--- src/common/sdramPkg.sv ---
////////////////////////////////////////
// SDRAM definitions
// command pin patterns, sequencer states,
// geometry and timing of the 32M x16 part
////////////////////////////////////////

package sdramPkg;

	// geometry: 4 banks, 8192 rows, 1024 columns, x16
	localparam int RowWidth  = 13;
	localparam int ColWidth  = 10;
	localparam int BankWidth = 2;
	localparam int DataWidth = 16;

	// timing in controller clocks
	localparam int PowerUpCycles    = 8;   // shortened for simulation
	localparam int InitRefreshes    = 8;
	localparam int RefreshNopCycles = 3;   // NOPs after each auto-refresh
	localparam int ModeNopCycles    = 3;
	localparam int RefreshInterval  = 375;
	localparam int CasLatency       = 2;

	// counter widths
	localparam int SeqCountWidth     = $clog2(PowerUpCycles + 1);
	localparam int InitCountWidth    = $clog2(InitRefreshes);
	localparam int RefreshCountWidth = $clog2(RefreshInterval + 1);

	// mode register: single write (A9), CAS 2 (A6:4), sequential, burst 1
	localparam logic [RowWidth-1:0] ModeWord = 13'h0220;
	localparam int PrechargeBit = 10;   // A10

	// pin order CKE, CS, RAS, CAS, WE
	typedef enum logic [4:0] {
		cmdPowerUp     = 5'b00000,   // CKE and CS held low
		cmdNop         = 5'b10111,
		cmdActivate    = 5'b10011,
		cmdRead        = 5'b10101,   // A10 picks auto-precharge
		cmdWrite       = 5'b10100,   // same here
		cmdPrecharge   = 5'b10010,   // A10 high for all banks
		cmdAutoRefresh = 5'b10001,
		cmdModeSet     = 5'b10000
	} sdramCmd;

	typedef enum logic [4:0] {
		stPowerUp, stInitPrecharge, stInitNop, stInitRefresh, stInitRefreshNop,
		stModeSet, stModeNop, stIdle, stRefNop, stRefRefresh, stRefWait,
		stRead, stCasWait, stWrite, stAccessNop
	} seqState;

	// everything that goes out on the command/address pins
	typedef struct packed {
		sdramCmd               cmd;
		logic [RowWidth-1:0]   addr;
		logic [BankWidth-1:0]  bank;
	} sdramPins;

endpackage
--- src/hw/sdramCtrl/refreshScheduler.sv ---
////////////////////////////////////////
// refresh scheduler
// interval down-counter, raises a sticky
// refresh request every RefreshInterval
////////////////////////////////////////

`timescale 1ns/1ps

module refreshScheduler (
	input  logic Clock,
	input  logic Reset_L,
	input  logic initDone,
	input  logic refreshAck,
	output logic refreshDue
);
	import sdramPkg::*;

	logic [RefreshCountWidth-1:0] count;

	always_ff @(posedge Clock or negedge Reset_L)
	begin
		if (!Reset_L)
		begin
			count      <= RefreshCountWidth'(RefreshInterval);
			refreshDue <= 1'b0;
		end
		else if (!initDone || refreshAck)    // held loaded during init
		begin
			count      <= RefreshCountWidth'(RefreshInterval);
			refreshDue <= 1'b0;
		end
		else if (count > RefreshCountWidth'(1))
			count <= count - 1'b1;
		else
		begin
			count      <= '0;
			refreshDue <= 1'b1;              // stays up until acknowledged
		end
	end

	// sequencer only acks a request that is actually pending
	ackOnDue: assert property (@(posedge Clock) disable iff (!Reset_L)
		refreshAck |-> refreshDue);

endmodule

--- config.mk ---
export PLATFORM = sky130hd
export DESIGN_NAME = refreshScheduler
export DESIGN_NICKNAME = d
export VERILOG_FILES = /design/src/common/sdramPkg.sv /design/src/hw/sdramCtrl/refreshScheduler.sv
export SDC_FILE = /design/constraint.sdc
export NUM_CORES = 1
export LEC_CHECK = 0
export BUFFER_PORTS_ARGS = -buffer_cell sky130_fd_sc_hd__buf_2
export CAP_MARGIN = 20
export CORE_AREA = 2 2 39 41
export CTS_CLUSTER_DIAMETER = 120
export DETAILED_ROUTE_END_ITERATION = 8
export DIE_AREA = 0 0 41 43
export HOLD_SLACK_MARGIN = 0.02
export PLACE_DENSITY = 0.58
export SYNTH_ARGS = -nofsm -noshare
export SYNTH_HDL_FRONTEND = slang
export SYNTH_SLANG_ARGS = --single-unit
--- constraint.sdc ---
create_clock -name Clock -period 1.56 [get_ports Clock]
set_input_delay 0.312 -clock Clock [delete_from_list [all_inputs] [get_ports Clock]]
set_output_delay 0.312 -clock Clock [all_outputs]
set_load 0.02 [all_outputs]
==> flow_metrics.env <==
export IMPL_status="completed"
export IMPL_fillCellCount=120
export IMPL_powerDensity_nw_per_um2=732.1
export IMPL_instances_no_fill=79
export IMPL_required_ps=1750
export IMPL_synth_area_top_cells="dfstp_2 (34%), dfrtp_1 (14%), o21ai_0 (5.5%), xnor2_1 (4.8%), ha_1 (4.6%)"
export IMPL_max_cap_viol_count=0
export IMPL_pin_count=5
export IMPL_place_congestion=0.7240
export IMPL_report_final_slew_viol_count=0
export IMPL_core_area_um2=1384
export IMPL_grt_pass1_wl_um=2035
export IMPL_reg2reg_slack_ps=50
export IMPL_dieHeight_um=43
export IMPL_hold_viol=0
export IMPL_holdWs_ps=416.3
export IMPL_die_area_um2=1763
export IMPL_portBuffers=4
export IMPL_critPathArrivalTime_ps=1710
export IMPL_routed_wl_um=1170
export IMPL_ff2ff_path_depth=5
export IMPL_end_kind="flop"
export IMPL_num_vias=436
export IMPL_cts_tree="done"
export IMPL_synth_top_area_share=0.3364
export IMPL_rsz0062_at_grt="yes"
export IMPL_first_global_vias=453
export IMPL_synth_edf_count=0
export IMPL_grt_usage=0.1685
export IMPL_placed_area_um2=635.6
export IMPL_viasPerCell=5.519
export IMPL_stdcell_area_um2=752.0
export IMPL_globalRouteOverflowTotal=0
export IMPL_leakage_nw=0.2915
export IMPL_dp_cells=72
export IMPL_rows=14
export IMPL_drt_pass1_iter_count=4
export IMPL_async_flop_share=1.000
export IMPL_yosysSeqAreaShare=0.4737
export IMPL_ant_nets=0
export IMPL_cts_sinks=10
export IMPL_yosys_area_share_adder=0.04577
export IMPL_drtIter0Drc=7
export IMPL_min_path_type="in2async"
export IMPL_slew_headroom=0.7057
export IMPL_clock_root_buffer="clkbuf_4"
export IMPL_drc_errors=0
export IMPL_cp_max_fo=4
export IMPL_synth_compound_area_frac=0.2174
export IMPL_tightest_slew_ps=438.1
export IMPL_start_kind="flop"
export IMPL_synth_distinct_cells=27
export IMPL_die_w_um=41
export IMPL_finalCritPeriodShare=0.9708
export IMPL_clockBufferDepth=2
export IMPL_yosys_warnings=0
export IMPL_cts_htree_levels=1
export IMPL_initial_utilization=0.3951
export IMPL_yosysTopAreaCell="dfstp_2"
export IMPL_wl_per_cell_um=14.81
export IMPL_synth_mux_area_frac=0
export IMPL_min_period_ps=1514
export IMPL_synth_xor_area_share=0.04805
export IMPL_fin_util=0.5434
export IMPL_synth_net_count=52
export IMPL_finalSetupTns_ps=0
export IMPL_layout_setup_ws_ps=45.61
export IMPL_fin_nets=70
export IMPL_synth_cell_area_um2=546.8
export IMPL_grt_max_degree=12
export IMPL_cp_startpoint="count[1]"
export IMPL_clkTransAtPathRegs_ps=80
export IMPL_clk_latency_ps=260
export IMPL_syn_to_final_growth_pct=37.53
export IMPL_power_mw=0.5505
export IMPL_drive_above_1_share=0.5873
export IMPL_dp_hpwl_um=737.6
export IMPL_pre_cts_slack_ps=3.105
export IMPL_synth_top_family_by_area="compound AO/OA/AOI/OAI gates"
export IMPL_synth_ff_type="dfstp_2"
export IMPL_rr_startpoint="count[1]"
export IMPL_setup_viol=0
export IMPL_antenna_cells=0
export IMPL_numCtsBuffers=3
export IMPL_antenna_found_initial=0
export IMPL_synth_seq_cells=10
export IMPL_synthCells=46
export IMPL_vdd_ir_drop_max_mv=0.5132
export IMPL_r2r_end="count[6]"
export IMPL_skew_ps=4.819
export IMPL_worst_setup_path_type="reg2reg"
export IMPL_fmax_mhz=660.3
export IMPL_syn_area_per_cell_um2=11.89
export IMPL_yosys_area_share_simple=0.1945
Yosys cell counts (all sizes together), types with 2 or more instances:
cell   n
dfstp  7
o21ai  6
dfrtp  3
xnor2  3
ha     2
inv    2
nor3   2
nor3b  2
nor4   2
or3    2
cell families (layout without fill, tap and decap cells):
kind of cell	Yosys count	after routing
xor gates and xnor gates	3	3
AOI/OAI and AO/OA	16	16
and+or+nand+nor	12	12
buffers and inverters	3	20
adders and majority gates	2	2
DFF	10	10
worst max path at each step:
stage                      end  slack, ps
finish                count[6]         50
global route        refreshDue        -10
CTS                   count[2]          6
detailed placement    count[6]          3
global placement      count[6]         30
floorplan             count[6]         10
per-layer routing:
layer	wire (µm)	GRT usage	vias up
li1	-	-	210
met1	523	0.2267	221
met2	617	0.2594	5
met3	29	0.04712	0
met4	0	0.04000	0
met5	0	0	-
critical path: stages (launching register included):
cell,delay [ps]
dfstp_2,390
inv_4,80
ha_4,140
or4b_4,470
o31a_1,260
a22oi_2,120
layout make-up:
type,instances,area (µm²),share of cell area
Clock buffer,4,36.28,0.04825
Inverter,2,10.01,0.01331
Multi-Input combinational cell,33,317.8,0.4226
Sequential cell,10,259.0,0.3444
Tap cell,16,20.02,0.02662
Timing Repair Buffer,14,108.9,0.1448
state kept, by name (all words and copies together), names as in the netlist:
register,flops
refreshDue,1
count,9
where the power goes:
part	total, mW	switching [mW]	internal [mW]
registers	0.267	0.00229	0.264
clock network	0.236	0.0948	0.141
logic	0.0477	0.0236	0.0241
total	0.551	0.121	0.430
cell usage in the layout, fill, tap and decap left out, types with 2 or more instances in the layout:
cell / n
buf_6: 3
buf_4: 6
buf_2: 4
clkbuf_4: 3
nor3b_1: 2
nor3_1: 2
ha_4: 2
o21ai_0: 5
xnor2_1: 3
dfrtp_1: 3
dfstp_2: 7
what timing repair did:
| item | 4_1_cts | 5_1_grt |
|---|---|---|
| setup endpoints to repair | 2 | 9 |
| endpoints found under the hold margin | 3 | 0 |
| gates cloned | 0 | 0 |
| gates resized for setup | 5 | 10 |
| hold buffers | 1 | 0 |
| buffers inserted | 2 | 0 |
| pin swaps | 3 | 1 |
No activity file was read; power rests on OpenSTA's default activity.
