[src/common/sdramPkg.sv]
////////////////////////////////////////
// SDRAM definitions
// command pin patterns, sequencer states,
// geometry and timing of the 32M x16 part
////////////////////////////////////////

package sdramPkg;

	// geometry: 4 banks, 8192 rows, 1024 columns, x16
	localparam int RowWidth  = 13;
	localparam int ColWidth  = 10;
	localparam int BankWidth = 2;
	localparam int DataWidth = 16;

	// timing in controller clocks
	localparam int PowerUpCycles    = 8;   // shortened for simulation
	localparam int InitRefreshes    = 8;
	localparam int RefreshNopCycles = 3;   // NOPs after each auto-refresh
	localparam int ModeNopCycles    = 3;
	localparam int RefreshInterval  = 375;
	localparam int CasLatency       = 2;

	// counter widths
	localparam int SeqCountWidth     = $clog2(PowerUpCycles + 1);
	localparam int InitCountWidth    = $clog2(InitRefreshes);
	localparam int RefreshCountWidth = $clog2(RefreshInterval + 1);

	// mode register: single write (A9), CAS 2 (A6:4), sequential, burst 1
	localparam logic [RowWidth-1:0] ModeWord = 13'h0220;
	localparam int PrechargeBit = 10;   // A10

	// pin order CKE, CS, RAS, CAS, WE
	typedef enum logic [4:0] {
		cmdPowerUp     = 5'b00000,   // CKE and CS held low
		cmdNop         = 5'b10111,
		cmdActivate    = 5'b10011,
		cmdRead        = 5'b10101,   // A10 picks auto-precharge
		cmdWrite       = 5'b10100,   // same here
		cmdPrecharge   = 5'b10010,   // A10 high for all banks
		cmdAutoRefresh = 5'b10001,
		cmdModeSet     = 5'b10000
	} sdramCmd;

	typedef enum logic [4:0] {
		stPowerUp, stInitPrecharge, stInitNop, stInitRefresh, stInitRefreshNop,
		stModeSet, stModeNop, stIdle, stRefNop, stRefRefresh, stRefWait,
		stRead, stCasWait, stWrite, stAccessNop
	} seqState;

	// everything that goes out on the command/address pins
	typedef struct packed {
		sdramCmd               cmd;
		logic [RowWidth-1:0]   addr;
		logic [BankWidth-1:0]  bank;
	} sdramPins;

endpackage
[src/common/cpuBusPkg.sv]
////////////////////////////////////////
// 68000 bus side definitions
// address split and the request/response
// carried between bus port and sequencer
////////////////////////////////////////

package cpuBusPkg;

	localparam int AddrWidth = 32;

	// where each SDRAM field sits in the CPU byte address
	localparam int BankLsb = 24;   // bank in bits 25:24
	localparam int RowLsb  = 11;   // row in bits 23:11
	localparam int ColLsb  = 1;    // column in bits 10:1, bit 0 is the byte lane

	// one word access, fields held while valid is high
	typedef struct packed {
		logic                                valid;
		logic                                write;
		logic [sdramPkg::BankWidth-1:0]      bank;
		logic [sdramPkg::RowWidth-1:0]       row;
		logic [sdramPkg::ColWidth-1:0]       column;
		logic [sdramPkg::DataWidth-1:0]      writeData;
	} accessReq;

	// done is a single cycle pulse
	typedef struct packed {
		logic                                done;
		logic [sdramPkg::DataWidth-1:0]      readData;   // valid with done on reads
	} accessRsp;

endpackage

[src/hw/sdramCtrl/cpuBusPort.sv]
////////////////////////////////////////
// 68000 bus port
// turns one bus cycle into one access
// request, returns read data and holds
// Dtack_L low until the strobes go away
////////////////////////////////////////

`timescale 1ns/1ps

module cpuBusPort (
	input  logic                                Clock,
	input  logic                                Reset_L,
	input  logic [cpuBusPkg::AddrWidth-1:0]     Address,
	input  logic [sdramPkg::DataWidth-1:0]      DataIn,
	input  logic                                UDS_L,
	input  logic                                LDS_L,
	input  logic                                DramSelect_L,
	input  logic                                WE_L,
	input  logic                                AS_L,
	output cpuBusPkg::accessReq                 req,
	input  cpuBusPkg::accessRsp                 rsp,
	output logic [sdramPkg::DataWidth-1:0]      DataOut,
	output logic                                Dtack_L
);
	import sdramPkg::*;
	import cpuBusPkg::*;

	typedef enum logic [1:0] {busWait, busRequest, busAck} busState;

	busState              state;
	logic                 reqValid;
	logic                 isWrite;
	logic [BankWidth-1:0] bankHeld;
	logic [RowWidth-1:0]  rowHeld;
	logic [ColWidth-1:0]  colHeld;
	logic [DataWidth-1:0] dataHeld;
	logic                 strobeLow;    // either byte lane active
	logic                 cycleStart;

	assign strobeLow  = !UDS_L || !LDS_L;
	// on writes the strobes only come once DataIn is valid
	assign cycleStart = (state == busWait) && !AS_L && !DramSelect_L && strobeLow;

	////////////////////////////////////////
	// bus cycle control
	always_ff @(posedge Clock or negedge Reset_L)
	begin
		if (!Reset_L)
		begin
			state    <= busWait;
			reqValid <= 1'b0;
			Dtack_L  <= 1'b1;
		end
		else
		begin
			case (state)
			busWait:
				if (cycleStart)
				begin
					reqValid <= 1'b1;       // valid one cycle after the request
					state    <= busRequest;
				end
			busRequest:
				if (rsp.done)
				begin
					reqValid <= 1'b0;
					Dtack_L  <= 1'b0;       // ack one cycle after done
					state    <= busAck;
				end
			busAck:
				if (!strobeLow)             // both strobes released
				begin
					Dtack_L <= 1'b1;
					state   <= busWait;
				end
			default:
				state <= busWait;
			endcase
		end
	end

	// address split and data holding
	always_ff @(posedge Clock)
	begin
		if (cycleStart)
		begin
			isWrite  <= !WE_L;
			bankHeld <= Address[BankLsb +: BankWidth];
			rowHeld  <= Address[RowLsb +: RowWidth];
			colHeld  <= Address[ColLsb +: ColWidth];
			dataHeld <= DataIn;
		end
		if ((state == busRequest) && rsp.done && !isWrite)
			DataOut <= rsp.readData;        // kept until the next read
	end

	assign req = '{valid: reqValid, write: isWrite, bank: bankHeld, row: rowHeld,
		column: colHeld, writeData: dataHeld};

	// request must not change or drop until the sequencer answers
	reqStable: assert property (@(posedge Clock) disable iff (!Reset_L)
		req.valid && !rsp.done |=> req.valid && $stable(req));

endmodule

[config.mk]
export PLATFORM = sky130hd
export DESIGN_NAME = cpuBusPort
export DESIGN_NICKNAME = d
export VERILOG_FILES = /design/src/common/sdramPkg.sv /design/src/common/cpuBusPkg.sv /design/src/hw/sdramCtrl/cpuBusPort.sv
export SDC_FILE = /design/constraint.sdc
export NUM_CORES = 1
export LEC_CHECK = 0
export ABC_AREA = 1
export BUFFER_PORTS_ARGS = -buffer_cell sky130_fd_sc_hd__buf_2
export CORE_MARGIN = 2
export CORE_UTILIZATION = 44
export CTS_CLUSTER_SIZE = 12
export DETAILED_ROUTE_END_ITERATION = 6
export PLACE_DENSITY_LB_ADDON = 0.1
export SLEW_MARGIN = 20
export SYNTH_ARGS = -nofsm -noshare
export SYNTH_HDL_FRONTEND = slang
export SYNTH_SLANG_ARGS = --single-unit
[constraint.sdc]
create_clock -name Clock -period 3.7 [get_ports Clock]
set_input_delay 0.555 -clock Clock [delete_from_list [all_inputs] [get_ports Clock]]
set_output_delay 0.555 -clock Clock [all_outputs]
set_load 0.005 [all_outputs]
==> impl.org <==
** Clock network
- Cts bufs inserted :: 9
- Clock transition at the register clock pins on the worst setup and hold paths after CTS :: 0.06 ns
- The clock drives 62 sinks.
- The longest clock path from root to sink contains 2 buffers.
- Clock tree from TritonCTS :: built
- Clk root buf :: sky130_fd_sc_hd__clkbuf_8
- Post-CTS Setup Bufs :: 0
- Number of H-tree levels :: 3
- The number of gates resized after CTS was 0.
- Post-cts hold buffer count :: 0
- Worst skew pair latency :: 0.32 ns

** Setup path
- Crit Path Max Fanout :: 22
- WP data arrival :: 2.00 ns
- Minimum setup slack among reg-to-reg paths :: 1.75 ns
- The startpoint identified for the worst register-to-register timing path is state[0].
- Critical path startpoint category :: flop
- The number of cells on the worst reg-to-reg path is 4.
- The worst register-to-register path ends at dataHeld[2].
- Worst setup path class :: flop to flop
- Kind of end point of the critical path :: flop
- At the worst endpoint, the required time is 3.75 ns.

** Global routing
- First-pass GRT wire length :: 6.28 mm
- Total global-route track usage :: 17.5%
- Vias in the first global route :: 1,244
- Global routing finished with a remaining overflow of 0.
- Number of antenna violations at the first check in global routing :: 0
- Entering global routing, the biggest net connects 23 pins.

** Yosys
- Synth cell types :: 12
- Primary flip-flop cell chosen by synthesis mapping :: sky130_fd_sc_hd__edfxtp_1
- During synthesis, Yosys emitted a total of 0 warnings.
- In the synthesized netlist the async set-or-reset flop fraction comes to 6.45%.
- The synthesized design contains 58 enable-type register cells.
- The number of nets handed over by synthesis was 155.
- Leading cell type by number of instances after synthesis :: sky130_fd_sc_hd__edfxtp_1
- Share of Yosys cell area claimed by the top area cell type :: 89.6%
- Synthesized area per cell :: 23.4 um2
- Cell area after synthesis :: 0.00194 mm2
- Ranked by total cell area, the synthesized netlist is headed by sky130_fd_sc_hd__edfxtp_1 (90%), sky130_fd_sc_hd__dfrtp_1 (3.9%), sky130_fd_sc_hd__dfstp_2 (1.4%), sky130_fd_sc_hd__nand2_1 (1.4%), sky130_fd_sc_hd__buf_4 (0.77%).
- Top post-synthesis cells by count :: sky130_fd_sc_hd__edfxtp_1 (58), sky130_fd_sc_hd__nand2_1 (7), sky130_fd_sc_hd__dfrtp_1 (3), sky130_fd_sc_hd__inv_1 (3), sky130_fd_sc_hd__nor2_1 (3)
- Part of the Yosys area used for sequential elements :: 94.8%
- sky130_fd_sc_hd__edfxtp_1 takes more of the synthesized area than any other cell.
- After synthesis the netlist holds a flip-flop and latch count of 62.
- Post-Syn Instances :: 83

** Power
- Total Power :: 1.47 mW
- Max IR drop VDD :: 0.395 mV
- The analysis attributes to cell leakage a power of 1.20 nW.
- For this design the ratio of total power to cell area is 530 mW/mm2.

** Die
- Core Area :: 0.00429 mm2
- In this run the count of I/O pins placed on the die edge is 132.
- Die extent in x :: 70.5 um
- In this run the core area contains 24 standard-cell rows.
- The initial utilization of the core area, before any placement, comes to 45.3%.
- Die ar. :: 0.00497 mm2
- The die is 70.5 um tall.

** Cells and area
- Share of cells above drive strength 1 :: 63.3%
- After the flow finishes, the layout carries non-filler instances totaling 273.
- 0 antenna diodes ended up in the layout.
- Compared with the post-synthesis result, the final layout area differs by 42.7%.
- Fill cell instance count of the final layout :: 336
- The final layout contains 289 nets.

** Placement
- The count of buffers added on input and output ports is 124.
- After detailed placement, the design holds a cell count of 258.
- Detail Placement HPWL :: 3.07 mm
- Placer Congestion :: 0.737

** Outcome
- Status :: completed

** STA
- The number of max-slew violations in the final report came to 0.
- The worst path uses 52.6% of the clock period.
- Setup total negative slack on the finished layout was measured at 0 ns.
- At the pin with the least slew margin, the transition time is 0.787 ns.
- Final-layout worst hold slack :: 0.0307 ns
- Slew margin rel. :: 47.5%
- Clock skew on the completed layout was measured at 0.00365 ns.
- Final min period :: 1.95 ns
- Setup repair after global routing missed its margin :: false
- Max Clk Rate :: 0.514 GHz
- Endpoints failing setup :: 0
- The number of hold violations in the final report was 0.

** Detailed routing
- After detailed routing, the number of vias per cell comes to 4.52.
- Final wirelength :: 4.17 mm
- For this run, the detailed router's first-pass iteration total came to 4.
- Antenna violation net count after detailed routing :: 0
- Count of unresolved DRC violations after routing :: 0
- Via Count :: 1,234
- Dividing the detail-routed wire length by the instance count gives 15.3 um.
- DRT iter0 DRCs :: 108

** Min path
- Type of the tightest min-delay check :: primary input to async pin

** Job
- MaxCap Viol Count :: 0
sequential cells by signal (all words and copies together) (netlist names):
name and flops:
Dtack_L 1, bankHeld 2, isWrite 1, state 2, DataOut 16, reqValid 1, colHeld 10, rowHeld 13
dataHeld 16
metal layers:
layer	track usage, %	routed length (um)
met4	9.62	60
met1	19.5	1550
met5	0	0
met3	6.35	362
met2	28.9	2200
area by class of cell:
type,count,area (um2),share of cell area (%)
multi-input cells,15,73.8,2.66
inverters,4,15.0,0.541
clock inverters,2,10.0,0.361
flip-flops and latches,62,1840,66.4
clock buffers,13,139,5.01
repair buffers,125,628,22.6
well taps,52,65.1,2.35
critical path, cell delays in order (launching register included):
cell	delay, ns
sky130_fd_sc_hd__dfrtp_1	0.42
sky130_fd_sc_hd__nor2_1	0.06
sky130_fd_sc_hd__nand3_1	0.13
sky130_fd_sc_hd__clkinv_1	0.58
sky130_fd_sc_hd__buf_4	0.48
layout by cell type (no fill, tap or decap):
cell type	netlist	layout
sky130_fd_sc_hd__buf_2	0	124
sky130_fd_sc_hd__buf_4	2	1
sky130_fd_sc_hd__clkbuf_1	0	4
sky130_fd_sc_hd__clkbuf_8	0	9
sky130_fd_sc_hd__clkinv_1	0	1
sky130_fd_sc_hd__clkinv_2	0	2
sky130_fd_sc_hd__dfrtp_1	3	3
sky130_fd_sc_hd__dfstp_2	1	1
sky130_fd_sc_hd__edfxtp_1	58	58
sky130_fd_sc_hd__inv_1	3	2
sky130_fd_sc_hd__inv_2	1	1
sky130_fd_sc_hd__nand2_1	7	7
sky130_fd_sc_hd__nand3_1	2	2
sky130_fd_sc_hd__nand3_2	1	1
sky130_fd_sc_hd__nand3b_1	1	1
sky130_fd_sc_hd__nand4_1	1	1
sky130_fd_sc_hd__nor2_1	3	2
sky130_fd_sc_hd__nor2_2	0	1
per-stage QoR:
step	util, %	cell area [um2]	setup WS [ns]
3_3_place_gp	61.1	2620	1.60
2_1_floorplan	-	1940	1.72
3_5_place_dp	61.1	2620	1.50
4_1_cts	64.5	2770	1.69
6_report	64.6	2770	1.75
5_1_grt	64.6	2770	1.61
how the worst max path moves through the flow:
stage | startpoint | endpoint | slack, ns | cells after the start
after detailed placement | rsp[16] | DataOut[2] | 1.50 | 3
after global placement | UDS_L | dataHeld[14] | 1.60 | 5
final | state[0] | dataHeld[2] | 1.75 | 4
after CTS | state[1] | DataOut[5] | 1.69 | 3
after floorplan | AS_L | bankHeld[0] | 1.72 | 3
after global routing | state[0] | dataHeld[2] | 1.61 | 4
logic make-up (layout without fill, tap and decap cells):
kind of cell	Yosys count	in the layout	synth area share, %
DFF	62	62	94.8
and+or+nand+nor	15	15	3.67
buffers and inverters	6	144	1.54
where the power goes:
group	internal [mW]	switching, mW	leakage, nW
logic	0.0661	0.0757	0.546
registers	0.841	0.0227	0.578
clock network	0.238	0.227	0.0773
total	1.15	0.326	1.20
Note: power is estimated with default switching activity, not from simulation.
